`config.mk`:
```
export PLATFORM = sky130hd
export DESIGN_NAME = line_follower_drive
export DESIGN_NICKNAME = d
export VERILOG_FILES = /design/src/hdl/drive_pkg.sv /design/src/hdl/pwm_cmd_if.sv /design/src/hdl/wheel_cmd_if.sv /design/src/hdl/duty_scaler.sv /design/src/hdl/line_follower_drive.sv /design/src/hdl/pwm_generator.sv /design/src/hdl/sensor_filter.sv /design/src/hdl/speed_ramp.sv
export SDC_FILE = /design/constraint.sdc
export NUM_CORES = 1
export LEC_CHECK = 0
export ABC_CLOCK_PERIOD_IN_PS = 15150
export BUFFER_PORTS_ARGS = -buffer_cell sky130_fd_sc_hd__buf_2
export CAP_MARGIN = 20
export CORE_MARGIN = 2
export CORE_UTILIZATION = 50
export CTS_CLUSTER_DIAMETER = 80
export CTS_CLUSTER_SIZE = 12
export DETAILED_ROUTE_END_ITERATION = 12
export MAX_ROUTING_LAYER = met4
export PLACE_DENSITY_LB_ADDON = 0.12
export SYNTH_ARGS = -nofsm -noshare
export SYNTH_HDL_FRONTEND = slang
export SYNTH_HIERARCHICAL = 1
export SYNTH_SLANG_ARGS = --single-unit
```
`constraint.sdc`:
```
create_clock -name clk -period 15.15 [get_ports clk]
set_input_delay 0 -clock clk [delete_from_list [all_inputs] [get_ports clk]]
set_output_delay 0 -clock clk [all_outputs]
set_load 0.01 [all_outputs]
```
`src/hdl/drive_pkg.sv`:
```
package drive_pkg;

    // signed wheel speed, negative runs the wheel backward.
    typedef logic signed [9:0] speed_t;

    // debounced floor pattern, left sensor in bit 2.
    typedef logic [2:0] mode_t;

    // duty magnitude on a 1024 scale.
    typedef logic [9:0] duty_t;

    // speed limits.
    localparam speed_t FULL_SPEED = 10'sd511;
    localparam speed_t MIN_SPEED  = -10'sd300;

    // steering steps, applied once per period.
    localparam speed_t SPEED_STEP = 10'sd50;
    localparam speed_t LOW_BRAKE  = 10'sd100;
    localparam speed_t HIGH_BRAKE = 10'sd200;

    // period counter and compare threshold width.
    localparam int CNT_W = 12;

    // sensor patterns with a named steering action.
    localparam mode_t MODE_STRAIGHT   = 3'b111;
    localparam mode_t MODE_SOFT_LEFT  = 3'b110;
    localparam mode_t MODE_HARD_LEFT  = 3'b100;
    localparam mode_t MODE_SOFT_RIGHT = 3'b011;
    localparam mode_t MODE_HARD_RIGHT = 3'b001;
    localparam mode_t MODE_LOST       = 3'b000;

endpackage

```
`src/hdl/pwm_cmd_if.sv`:
```
`timescale 1ns/1ns

interface pwm_cmd_if;
    import drive_pkg::*;

    logic             valid;
    logic [CNT_W-1:0] left_threshold;
    logic [CNT_W-1:0] right_threshold;
    logic [1:0]       dir;    // left wheel in bit 1.

    // pulses when the command slot is taken at a wrap.
    logic             credit;

    modport source (
        output valid, left_threshold, right_threshold, dir,
        input  credit
    );

    modport sink (
        input  valid, left_threshold, right_threshold, dir,
        output credit
    );

endinterface

```
`src/hdl/wheel_cmd_if.sv`:
```
`timescale 1ns/1ns

interface wheel_cmd_if;
    import drive_pkg::*;

    logic   valid;       // one-cycle pulse per command.
    speed_t left_speed;
    speed_t right_speed;
    logic   credit;      // slot freed downstream.

    modport source (
        output valid, left_speed, right_speed,
        input  credit
    );

    modport sink (
        input  valid, left_speed, right_speed,
        output credit
    );

endinterface

```
`src/hdl/duty_scaler.sv`:
```
`timescale 1ns/1ns

module duty_scaler #(
    parameter int PERIOD_CYCLES = 4000
) (
    input  logic      clk,
    input  logic      rst,
    wheel_cmd_if.sink wheel,
    pwm_cmd_if.source pwm_cmd
);
    import drive_pkg::*;

    // magnitude with a leading one, low bits flipped when backward.
    function automatic duty_t to_duty(speed_t s);
        return {1'b1, s[9] ? ~s[8:0] : s[8:0]};
    endfunction

    // period cycles times duty over 1024, rounded down.
    function automatic logic [CNT_W-1:0] to_threshold(speed_t s);
        logic [31:0] prod;
        prod = PERIOD_CYCLES * 32'(to_duty(s));
        return prod[CNT_W+9:10];
    endfunction

    always_ff @(posedge clk or posedge rst) begin
        if (rst) begin
            pwm_cmd.valid <= 1'b0;
        end else begin
            pwm_cmd.valid <= wheel.valid;
        end
    end

    // payload follows valid, no reset.
    always_ff @(posedge clk) begin
        if (wheel.valid) begin
            pwm_cmd.left_threshold  <= to_threshold(wheel.left_speed);
            pwm_cmd.right_threshold <= to_threshold(wheel.right_speed);
            pwm_cmd.dir             <= {wheel.left_speed[9], wheel.right_speed[9]};
        end
    end

    // no storage here, so the slot credit goes straight upstream.
    assign wheel.credit = pwm_cmd.credit;

endmodule

```
`src/hdl/line_follower_drive.sv`:
```
`timescale 1ns/1ns

module line_follower_drive #(
    parameter int PERIOD_CYCLES   = 4000,
    parameter int DEBOUNCE_CYCLES = 16
) (
    input  logic       clk,
    input  logic       rst,
    input  logic [2:0] sensors,
    output logic [1:0] pwm,   // left wheel in bit 1.
    output logic [1:0] dir    // 1 runs the wheel backward.
);
    import drive_pkg::*;

    mode_t mode;

    wheel_cmd_if wheel_bus ();
    pwm_cmd_if   pwm_bus ();

    sensor_filter #(
        .DEBOUNCE_CYCLES (DEBOUNCE_CYCLES)
    ) sensor_filter0 (
        .clk     (clk),
        .rst     (rst),
        .sensors (sensors),
        .mode    (mode)
    );

    speed_ramp speed_ramp0 (
        .clk  (clk),
        .rst  (rst),
        .mode (mode),
        .cmd  (wheel_bus.source)
    );

    duty_scaler #(
        .PERIOD_CYCLES (PERIOD_CYCLES)
    ) duty_scaler0 (
        .clk     (clk),
        .rst     (rst),
        .wheel   (wheel_bus.sink),
        .pwm_cmd (pwm_bus.source)
    );

    pwm_generator #(
        .PERIOD_CYCLES (PERIOD_CYCLES)
    ) pwm_generator0 (
        .clk (clk),
        .rst (rst),
        .cmd (pwm_bus.sink),
        .pwm (pwm),
        .dir (dir)
    );

endmodule

```
`src/hdl/pwm_generator.sv`:
```
`timescale 1ns/1ns

module pwm_generator #(
    parameter int PERIOD_CYCLES = 4000
) (
    input  logic      clk,
    input  logic      rst,
    pwm_cmd_if.sink   cmd,
    output logic [1:0] pwm,
    output logic [1:0] dir
);
    import drive_pkg::*;

    logic [CNT_W-1:0] cnt;
    logic             wrap;

    logic             slot_full;
    logic [CNT_W-1:0] slot_left;
    logic [CNT_W-1:0] slot_right;
    logic [1:0]       slot_dir;

    logic [CNT_W-1:0] act_left;
    logic [CNT_W-1:0] act_right;
    logic [1:0]       act_dir;

    assign wrap = (cnt == CNT_W'(PERIOD_CYCLES - 1));

    always_ff @(posedge clk or posedge rst) begin
        if (rst) begin
            cnt <= '0;
        end else begin
            cnt <= wrap ? '0 : cnt + 1'b1;
        end
    end

    // one-deep slot.
    always_ff @(posedge clk) begin
        if (cmd.valid) begin
            slot_left  <= cmd.left_threshold;
            slot_right <= cmd.right_threshold;
            slot_dir   <= cmd.dir;
        end
    end

    always_ff @(posedge clk or posedge rst) begin
        if (rst) begin
            slot_full  <= 1'b0;
            cmd.credit <= 1'b0;
            act_left   <= '0;  // first period stays low.
            act_right  <= '0;
            act_dir    <= 2'b00;
        end else begin
            cmd.credit <= wrap && slot_full;
            if (cmd.valid) begin
                slot_full <= 1'b1;
            end else if (wrap && slot_full) begin
                slot_full <= 1'b0;
            end
            if (wrap && slot_full) begin
                act_left  <= slot_left;
                act_right <= slot_right;
                act_dir   <= slot_dir;
            end
        end
    end

    always_ff @(posedge clk or posedge rst) begin
        if (rst) begin
            pwm <= 2'b00;
            dir <= 2'b00;
        end else begin
            pwm <= {cnt < act_left, cnt < act_right};
            dir <= act_dir;
        end
    end

    // upstream must wait for the credit from the last wrap.
    a_no_overrun: assert property (@(posedge clk) disable iff (rst)
        cmd.valid |-> !slot_full)
        else $error("command arrived with slot full");

    a_cnt_range: assert property (@(posedge clk) disable iff (rst)
        cnt < CNT_W'(PERIOD_CYCLES))
        else $error("period counter out of range");

endmodule

```
`src/hdl/sensor_filter.sv`:
```
`timescale 1ns/1ns

module sensor_filter #(
    parameter int DEBOUNCE_CYCLES = 16
) (
    input  logic               clk,
    input  logic               rst,
    input  logic [2:0]         sensors,
    output drive_pkg::mode_t   mode
);
    import drive_pkg::*;

    localparam int CNT_BITS = $clog2(DEBOUNCE_CYCLES) + 1;

    mode_t               sync_q0;
    mode_t               sync_q1;
    mode_t               cand;      // pattern waiting to be accepted.
    logic [CNT_BITS-1:0] stable_cnt;

    // two-flop synchronizer.
    always_ff @(posedge clk or posedge rst) begin
        if (rst) begin
            sync_q0 <= MODE_STRAIGHT;
            sync_q1 <= MODE_STRAIGHT;
        end else begin
            sync_q0 <= sensors;
            sync_q1 <= sync_q0;
        end
    end

    always_ff @(posedge clk or posedge rst) begin
        if (rst) begin
            cand       <= MODE_STRAIGHT;
            stable_cnt <= '0;
            mode       <= MODE_STRAIGHT;
        end else if (sync_q1 != cand) begin
            cand       <= sync_q1;  // restart the window.
            stable_cnt <= CNT_BITS'(1);
        end else if (cand != mode) begin
            if (stable_cnt == CNT_BITS'(DEBOUNCE_CYCLES - 1)) begin
                mode       <= cand;
                stable_cnt <= '0;
            end else begin
                stable_cnt <= stable_cnt + 1'b1;
            end
        end else begin
            stable_cnt <= '0;
        end
    end

endmodule

```
`src/hdl/speed_ramp.sv`:
```
`timescale 1ns/1ns

module speed_ramp (
    input  logic             clk,
    input  logic             rst,
    input  drive_pkg::mode_t mode,
    wheel_cmd_if.source      cmd
);
    import drive_pkg::*;

    speed_t     left_q;
    speed_t     right_q;
    speed_t     left_next;
    speed_t     right_next;
    logic [1:0] credit_cnt;
    logic       send;

    // speed up by one step, saturating at full speed.
    function automatic speed_t step_up(speed_t s);
        logic signed [10:0] sum;
        sum = s + SPEED_STEP;
        return (sum > FULL_SPEED) ? FULL_SPEED : sum[9:0];
    endfunction

    // slow down by amount, never below floor.
    function automatic speed_t step_down(speed_t s, speed_t amount, speed_t floor);
        logic signed [10:0] diff;
        diff = s - amount;
        return (diff < floor) ? floor : diff[9:0];
    endfunction

    always_comb begin
        case (mode)
            MODE_STRAIGHT: begin
                left_next  = step_up(left_q);
                right_next = step_up(right_q);
            end
            MODE_SOFT_LEFT: begin
                left_next  = step_down(left_q, LOW_BRAKE, 10'sd0);
                right_next = step_up(right_q);
            end
            MODE_HARD_LEFT: begin
                left_next  = step_down(left_q, HIGH_BRAKE, MIN_SPEED);
                right_next = step_up(right_q);
            end
            MODE_SOFT_RIGHT: begin
                left_next  = step_up(left_q);
                right_next = step_down(right_q, LOW_BRAKE, 10'sd0);
            end
            MODE_HARD_RIGHT: begin
                left_next  = step_up(left_q);
                right_next = step_down(right_q, HIGH_BRAKE, MIN_SPEED);
            end
            MODE_LOST: begin
                // spin in place toward the faster wheel.
                left_next  = (left_q > right_q) ? FULL_SPEED : MIN_SPEED;
                right_next = (left_q > right_q) ? MIN_SPEED : FULL_SPEED;
            end
            default: begin
                left_next  = MIN_SPEED;
                right_next = MIN_SPEED;
            end
        endcase
    end

    assign send = (credit_cnt != 2'd0);

    always_ff @(posedge clk or posedge rst) begin
        if (rst) begin
            left_q     <= FULL_SPEED;
            right_q    <= FULL_SPEED;
            credit_cnt <= 2'd1;     // the pwm slot starts empty.
            cmd.valid  <= 1'b0;
        end else begin
            cmd.valid  <= send;
            credit_cnt <= credit_cnt - {1'b0, send} + {1'b0, cmd.credit};
            if (send) begin
                left_q  <= left_next;
                right_q <= right_next;
            end
        end
    end

    assign cmd.left_speed  = left_q;
    assign cmd.right_speed = right_q;

    a_speed_range: assert property (@(posedge clk) disable iff (rst)
        left_q >= MIN_SPEED && left_q <= FULL_SPEED &&
        right_q >= MIN_SPEED && right_q <= FULL_SPEED)
        else $error("speed out of range");

    // the next command waits for a credit from downstream.
    a_valid_credit: assert property (@(posedge clk) disable iff (rst)
        cmd.valid |=> !cmd.valid throughout cmd.credit[->1])
        else $error("valid sent without credit");

    a_credit_max: assert property (@(posedge clk) disable iff (rst)
        credit_cnt <= 2'd1)
        else $error("credit count above one");

endmodule

```
==> flow_summary_export.csv, run 1 <==
group,metric,value,unit
outcome,outcome,"finished clean",
yosys,synth_area_leaders,"ha_1 (14%), edfxtp_1 (14%), dfrtp_1 (12%)",
sta,hold_slack,214,ps
yosys,synth_top_area_cell,"ha_1",
pwr,peakVddDrop,59.7,µV
routing,vias,7713,
die,core,21800,µm²
global_routing,gr-usage-all-layers,20.5,%
clock_network,cts_setup_buffers,0,
yosys,syn_inst,1068,
worst_setup_path,slowest_delay,830,ps
place,gp_congestion,0.906,
yosys,synth_edf_count,52,
worst_setup_path,worstPathMaxFanout,20,
worst_setup_path,cpMaxStageDelayCell,"dfrtp_1",
clock_network,cts_tree,"built",
hold_path,min_path_type,"primary input to flop",
clock_network,clock_path_buffers,2,
layout,area_growth,8.07,%
sta,slew_headroom,35.6,%
place,io_buffer_count,8,
layout,n_antenna_cell,0,
layout,drive_gt1_share,13.1,%
die,die_area,23200,µm²
routing,wirelength,22200,µm
worst_setup_path,crit_type,"flop to flop",
clock_network,clock-sinks,137,
global_routing,grt_pass1_wl,38300,µm
clock_network,cts_buffers,17,
die,start_util,50.6,%
yosys,ys_async_sr_fraction,62.0,%
global_routing,first_global_vias,7786,
sta,fin_crit,5120,ps
sta,setup_viol,0,
layout,fin_cells,1357,
yosys,synth-seq-cells,137,
worst_setup_path,arrival,5260,ps
layout,regArea,3730,µm²
routing,wl_per_cell,16.4,µm
sta,rsz0062_at_grt,"false",
yosys,yosysWarnings,6,
clock_network,clkSlewWorstSetupHoldPaths,60,ps
worst_setup_path,worstPathRequired,15290,ps
routing,drc,0,
layout,fillers,1956,
place,placed_area,11200,µm²
layout,finish.utilization,54.7,%
clock_network,clock_latency,420,ps
clock_network,ctsHtreeMaxLevel,4,
routing,avgViaCountPerCell,5.68,
sta,fmax,195,MHz
yosys,ys_types,95,
worst_setup_path,crit_top_cell,"fa_1",
layout,multi_input_area,6550,µm²
yosys,avgSynthCellArea,10.3,µm²
routing,dr.pass1.iters,5,
sta,fin_skew,10.5,ps
flow_run,cap_violations,0,
die,ioPinCount,9,
layout,fin_area,11900,µm²
routing,drt_iter0_drc,491,
global_routing,gr-total-overflow,0,
clock_network,clockRootBuffer,"clkbuf_16",
sta,fin_tns_setup,0,ps
die,core.rowCount,54,
routing,ant_nets,0,
sta,final-hold-violation-count,0,
worst_setup_path,worstSetupEndpointType,"flop",
sta,period_share,33.8,%
sta,tightest_slew,966,ps
global_routing,antenna_found_initial,0,
die,die_width,152,µm
pwr,p_per_area,68.4,nW/µm²
worst_setup_path,start_kind,"flop",
die,die_h,152,µm
global_routing,grt_max_degree,45,
worst_setup_path,path_cells,"xor2_1, inv_1, fa_1, fa_1, fa_1, fa_1, inv_1, ha_1, and3_1, a211oi_2, a21o_1, a311oi_2",
sta,drv_slew,0,
yosys,synth_area,11000,µm²
place,place_inst,1319,
yosys,synth.top_cell.area_share,14.3,%
layout,fin_nets,1235,
yosys,synth_flop_cell,"dfrtp_1",
place,dp_hpwl,16500,µm
yosys,syn_nets,1239,
yosys,synth_seq_area_share,33.8,%
pwr,p_leak,5.21,nW
-- power by group --
group / internal (mW) / total, mW / switching [mW]
clock network: 0.247 / 0.419 / 0.172
registers: 0.386 / 0.387 / 0.00110
logic: 0.00265 / 0.00892 / 0.00627
total: 0.635 / 0.814 / 0.179
-- final timing paths --
check                                                           start                                                 end  slack [ps]  cells past startpoint
setup / recovery           speed_ramp0/cmd.right_speed[9]$_DFFE_PP0N_  duty_scaler0/pwm_cmd.right_threshold[11]$_DFFE_PP_       10030                     12
hold / removal                                             sensors[0]                 sensor_filter0/sync_q0[0]$_DFF_PP1_         210                      2
setup reg to reg           speed_ramp0/cmd.right_speed[9]$_DFFE_PP0N_  duty_scaler0/pwm_cmd.right_threshold[11]$_DFFE_PP_       10030                     12
hold reg to reg                   sensor_filter0/sync_q0[2]$_DFF_PP1_                 sensor_filter0/sync_q1[2]$_DFF_PP1_         350                      0
max in group asynchronous                                         rst                     pwm_generator0/dir[0]$_DFF_PP0_       14120                      3
min in group asynchronous                                         rst              sensor_filter0/stable_cnt[2]$_DFF_PP0_         280                      3
-- cells in the mapped netlist (7+ instances only) --
cell	count
xnor2_1	31
dfrtp_1	54
clkbuf_1	21
inv_1	140
o21ai_0	26
nor2b_1	9
o21a_1	8
a211oi_1	12
nand2b_1	13
nor3_1	15
a21oi_1	54
dfstp_2	31
o211ai_1	8
mux2_4	19
mux2_2	8
mux2i_1	8
nor2_1	57
and3_1	8
nand3_1	20
fa_1	40
buf_2	8
ha_1	126
edfxtp_1	52
o22ai_1	7
xor2_1	41
a21o_1	16
nand2_1	49
a211o_1	9
nand4_1	9
a221oi_1	8
a31oi_1	14
-- timing repair --
action,in CTS,in global routing
endpoints found under the hold margin,57,0
endpoints found under the setup margin,0,0
hold buffers,5,0
gates resized for setup,0,0
-- worst max-delay path, delay by kind of cell, from the launching register on --
family / cells / cell delay [ps]
adder cells (fa/ha/maj): 5 / 2360
flip-flops: 1 / 830
AO/OA/AOI/OAI: 3 / 760
XOR/XNOR: 1 / 520
AND/OR/NAND/NOR: 1 / 210
buffers and inverters: 2 / 150
-- metal layers --
metal | up-vias | GRT usage, % | part of all wire (%)
met3 | 19 | 3.67 | 4.1
met5 | - | - | 0
met4 | 0 | 4.54 | 0.82
met1 | 3709 | 26.9 | 47
met2 | 176 | 33.4 | 48
li1 | 3809 | - | -
-- cell families (layout without fill, tap and decap cells) --
kind of cell / Yosys count / after routing / share of synthesized area, %
AND/OR/NAND/NOR: 230 / 230 / 11.3
multiplexers: 38 / 38 / 4.44
AO/OA/AOI/OAI: 244 / 244 / 16.5
flip-flops: 137 / 137 / 33.8
adder cells (fa/ha/maj): 166 / 166 / 21.6
buffers and inverters: 181 / 190 / 6.71
XOR/XNOR: 72 / 72 / 5.72
-- registers in the layout, indices dropped and copies added, names as in the netlist, 3 cells and up --
name,flops
speed_ramp0/cmd.left_speed,10
pwm_generator0/cnt,12
sensor_filter0/cand,3
pwm_generator0/act_left,12
pwm_generator0/act_right,12
pwm_generator0/slot_right,12
speed_ramp0/cmd.right_speed,10
sensor_filter0/sync_q0,3
sensor_filter0/mode,3
sensor_filter0/stable_cnt,5
sensor_filter0/sync_q1,3
pwm_generator0/slot_left,12
duty_scaler0/pwm_cmd.left_threshold,12
duty_scaler0/pwm_cmd.right_threshold,12
-- cell type report --
type / count / share of cell area (%)
clock buffer: 18 / 3.60
timing repair buffer: 17 / 1.34
multi-input combinational: 750 / 55.0
clock inverter: 14 / 1.34
tap: 280 / 2.94
sequential: 137 / 31.3
inverter: 141 / 4.44
-- cells in the final DEF, fill, tap and decap left out, drive strengths merged, types with 31 or more instances in the layout --
cell type	n
inv	149
ha	126
a21oi	59
nor2	58
dfrtp	54
edfxtp	52
nand2	50
xor2	41
fa	40
xnor2	31
dfstp	31
o21ai	31
-- per-stage QoR --
step / worst slack [ps] / power (mW)
6_report: 10030 / 0.814
5_1_grt: 9620 / 0.844
4_1_cts: 9990 / 0.826
3_5_place_dp: 10020 / 0.402
3_3_place_gp: 10110 / 0.402
2_1_floorplan: 10370 / 0.400
No activity file was read; power rests on OpenSTA's default activity.
==> run 2, diff against run 1 <==
- ABC_CLOCK_PERIOD_IN_PS: 15150 -> 4660
- clock period: 15.15 -> 4.66 ns (I/O delays scaled with it)
==> run 2 against run 1 <==
Effect of this change:
- first-iteration DRC count is 11% lower
- power rose to 3.2 times the previous value
- sequential power rose to 3.3 times the previous value
- cell count increased by 2.7%
- critical endpoint unchanged
==> flow_summary_export.csv, run 2 (synthesis gave the netlist of run 1 again) <==
group,metric,value,unit
layout,finish.utilization,56.1,%
clock_network,clock_path_buffers,2,
sta,fin_crit,4520,ps
place,io_buffer_count,8,
routing,drt_iter0_drc,439,
routing,wirelength,22600,µm
layout,drive_gt1_share,17.1,%
pwr,p_leak,5.37,nW
layout,layout_commonest_cell,"inv_1",
worst_setup_path,worstPathMaxFanout,8,
global_routing,gr-total-overflow,0,
worst_setup_path,arrival,4670,ps
global_routing,grt_pass1_wl,38300,µm
die,die_width,152,µm
routing,ant_nets,0,
global_routing,antenna_found_initial,0,
die,die_area,23200,µm²
hold_path,min_path_type,"primary input to flop",
clock_network,clock-sinks,137,
clock_network,cts_buffers,17,
layout,n_antenna_cell,0,
worst_setup_path,worstSetupEndpointType,"flop",
die,ioPinCount,9,
die,start_util,50.6,%
flow_run,cap_violations,0,
clock_network,ctsHtreeMaxLevel,4,
routing,wl_per_cell,16.2,µm
worst_setup_path,r2r-start,"speed_ramp0/cmd.right_speed[9]$_DFFE_PP0N_",
sta,slew_headroom,40.7,%
routing,dr.pass1.iters,7,
global_routing,first_global_vias,7722,
pwr,p_per_area,214,nW/µm²
sta,drv_slew,0,
clock_network,clockRootBuffer,"clkbuf_16",
pwr,peakVddDrop,252,µV
worst_setup_path,worstPathRequired,4810,ps
global_routing,gr-usage-all-layers,20.5,%
sta,fmax,221,MHz
worst_setup_path,crit_type,"flop to flop",
worst_setup_path,start_kind,"flop",
sta,rsz0062_at_grt,"true",
clock_network,cts_tree,"built",
sta,final-hold-violation-count,0,
sta,setup_viol,0,
place,dp_hpwl,17100,µm
die,core,21800,µm²
layout,mostFrequentLayoutCells,"inv_1 (139), ha_1 (125), nor2_1 (57)",
place,gp_congestion,0.903,
pwr,finalPower,2.61,mW
routing,avgViaCountPerCell,5.66,
sta,fin_skew,10.2,ps
sta,period_share,97.0,%
clock_network,clkSlewWorstSetupHoldPaths,70,ps
layout,fin_nets,1272,
die,core.rowCount,54,
worst_setup_path,setup.worst_path.start,"speed_ramp0/cmd.right_speed[9]$_DFFE_PP0N_",
global_routing,grt_max_degree,45,
outcome,outcome,"finished clean",
routing,drc,0,
routing,vias,7894,
hold_path,min-delay-start,"sensors[2]",
die,die_h,152,µm
layout,fillers,1919,
clock_network,clock_latency,420,ps
sta,tightest_slew,889,ps
layout,area_growth,10.8,%
## run 2: cell count changes in the layout (fill, tap and decap cells not counted), sizes merged
cell,previous run,this run
buf,12,49
bufinv,2,1
clkbuf,18,17
clkinv,3,2
clkinvlp,1,5
inv,149,148
## run 2: metrics by stage
stage	cell area (µm²)	cells	setup TNS [ps]	setup slack, ps	hold slack [ps]
CTS	12200	1392	0	30.4	200
global route	12200	1394	-99.4	-49.6	213
global placement	11500	1354	0	57.7	-125
finish	12200	1394	0	140	228
detailed placement	11500	1355	-195	-86.2	-123
floorplan	11000	1068	0	24.9	-271
## run 2: power by group
part / switching [mW] / internal [mW] / total (mW)
logic: 0.0201 / 0.00908 / 0.0292
registers: 0.00355 / 1.25 / 1.26
clock network: 0.567 / 0.754 / 1.32
## run 2: final cells by class
type	count	area [µm²]	share of cell area, %
multi-input combinational	750	6610	54.2
sequential	137	3730	30.6
inverter	141	529	4.34
clock buffer	17	425	3.49
timing repair buffer	54	405	3.32
tap	280	350	2.87
clock inverter	15	156	1.28
## run 2: worst paths after layout
check / endpoint / slack, ps / cells past startpoint
min in group asynchronous: sensor_filter0/stable_cnt[3]$_DFF_PP0_ / 250 / 3
worst min register to register: sensor_filter0/sync_q1[2]$_DFF_PP1_ / 360 / 0
worst min-delay path: sensor_filter0/sync_q0[2]$_DFF_PP1_ / 230 / 2
worst max register to register: duty_scaler0/pwm_cmd.right_threshold[11]$_DFFE_PP_ / 140 / 13
worst max-delay path: duty_scaler0/pwm_cmd.right_threshold[11]$_DFFE_PP_ / 140 / 13
max in group asynchronous: speed_ramp0/cmd.right_speed[9]$_DFFE_PP0N_ / 3690 / 3
## run 2: worst max-delay path, cell delays in order, from the launching register on
cell      delay (ps)
dfrtp_2          460
buf_4            170
xor2_2           200
inv_1             90
fa_1             510
fa_1             520
fa_1             510
fa_1             540
inv_1             40
ha_1             320
and3_1           230
a211oi_4         380
a21o_1           210
a311oi_2          90
## run 2: repair_timing
action                     in CTS  in global routing
buffers inserted                0                  2
hold buffers                    5                  0
pin swaps                       0                  2
setup endpoints to repair       3                 10
hold endpoints to repair       57                  0
gates resized for setup         1                 10
## run 2: per-layer routing
| layer | global-route usage, % | vias up | part of all wire (%) |
|---|---|---|---|
| met5 | - | - | 0 |
| li1 | - | 3873 | - |
| met2 | 33.7 | 184 | 48 |
| met3 | 3.13 | 41 | 3.7 |
| met4 | 5.25 | 0 | 1.8 |
| met1 | 26.9 | 3796 | 47 |
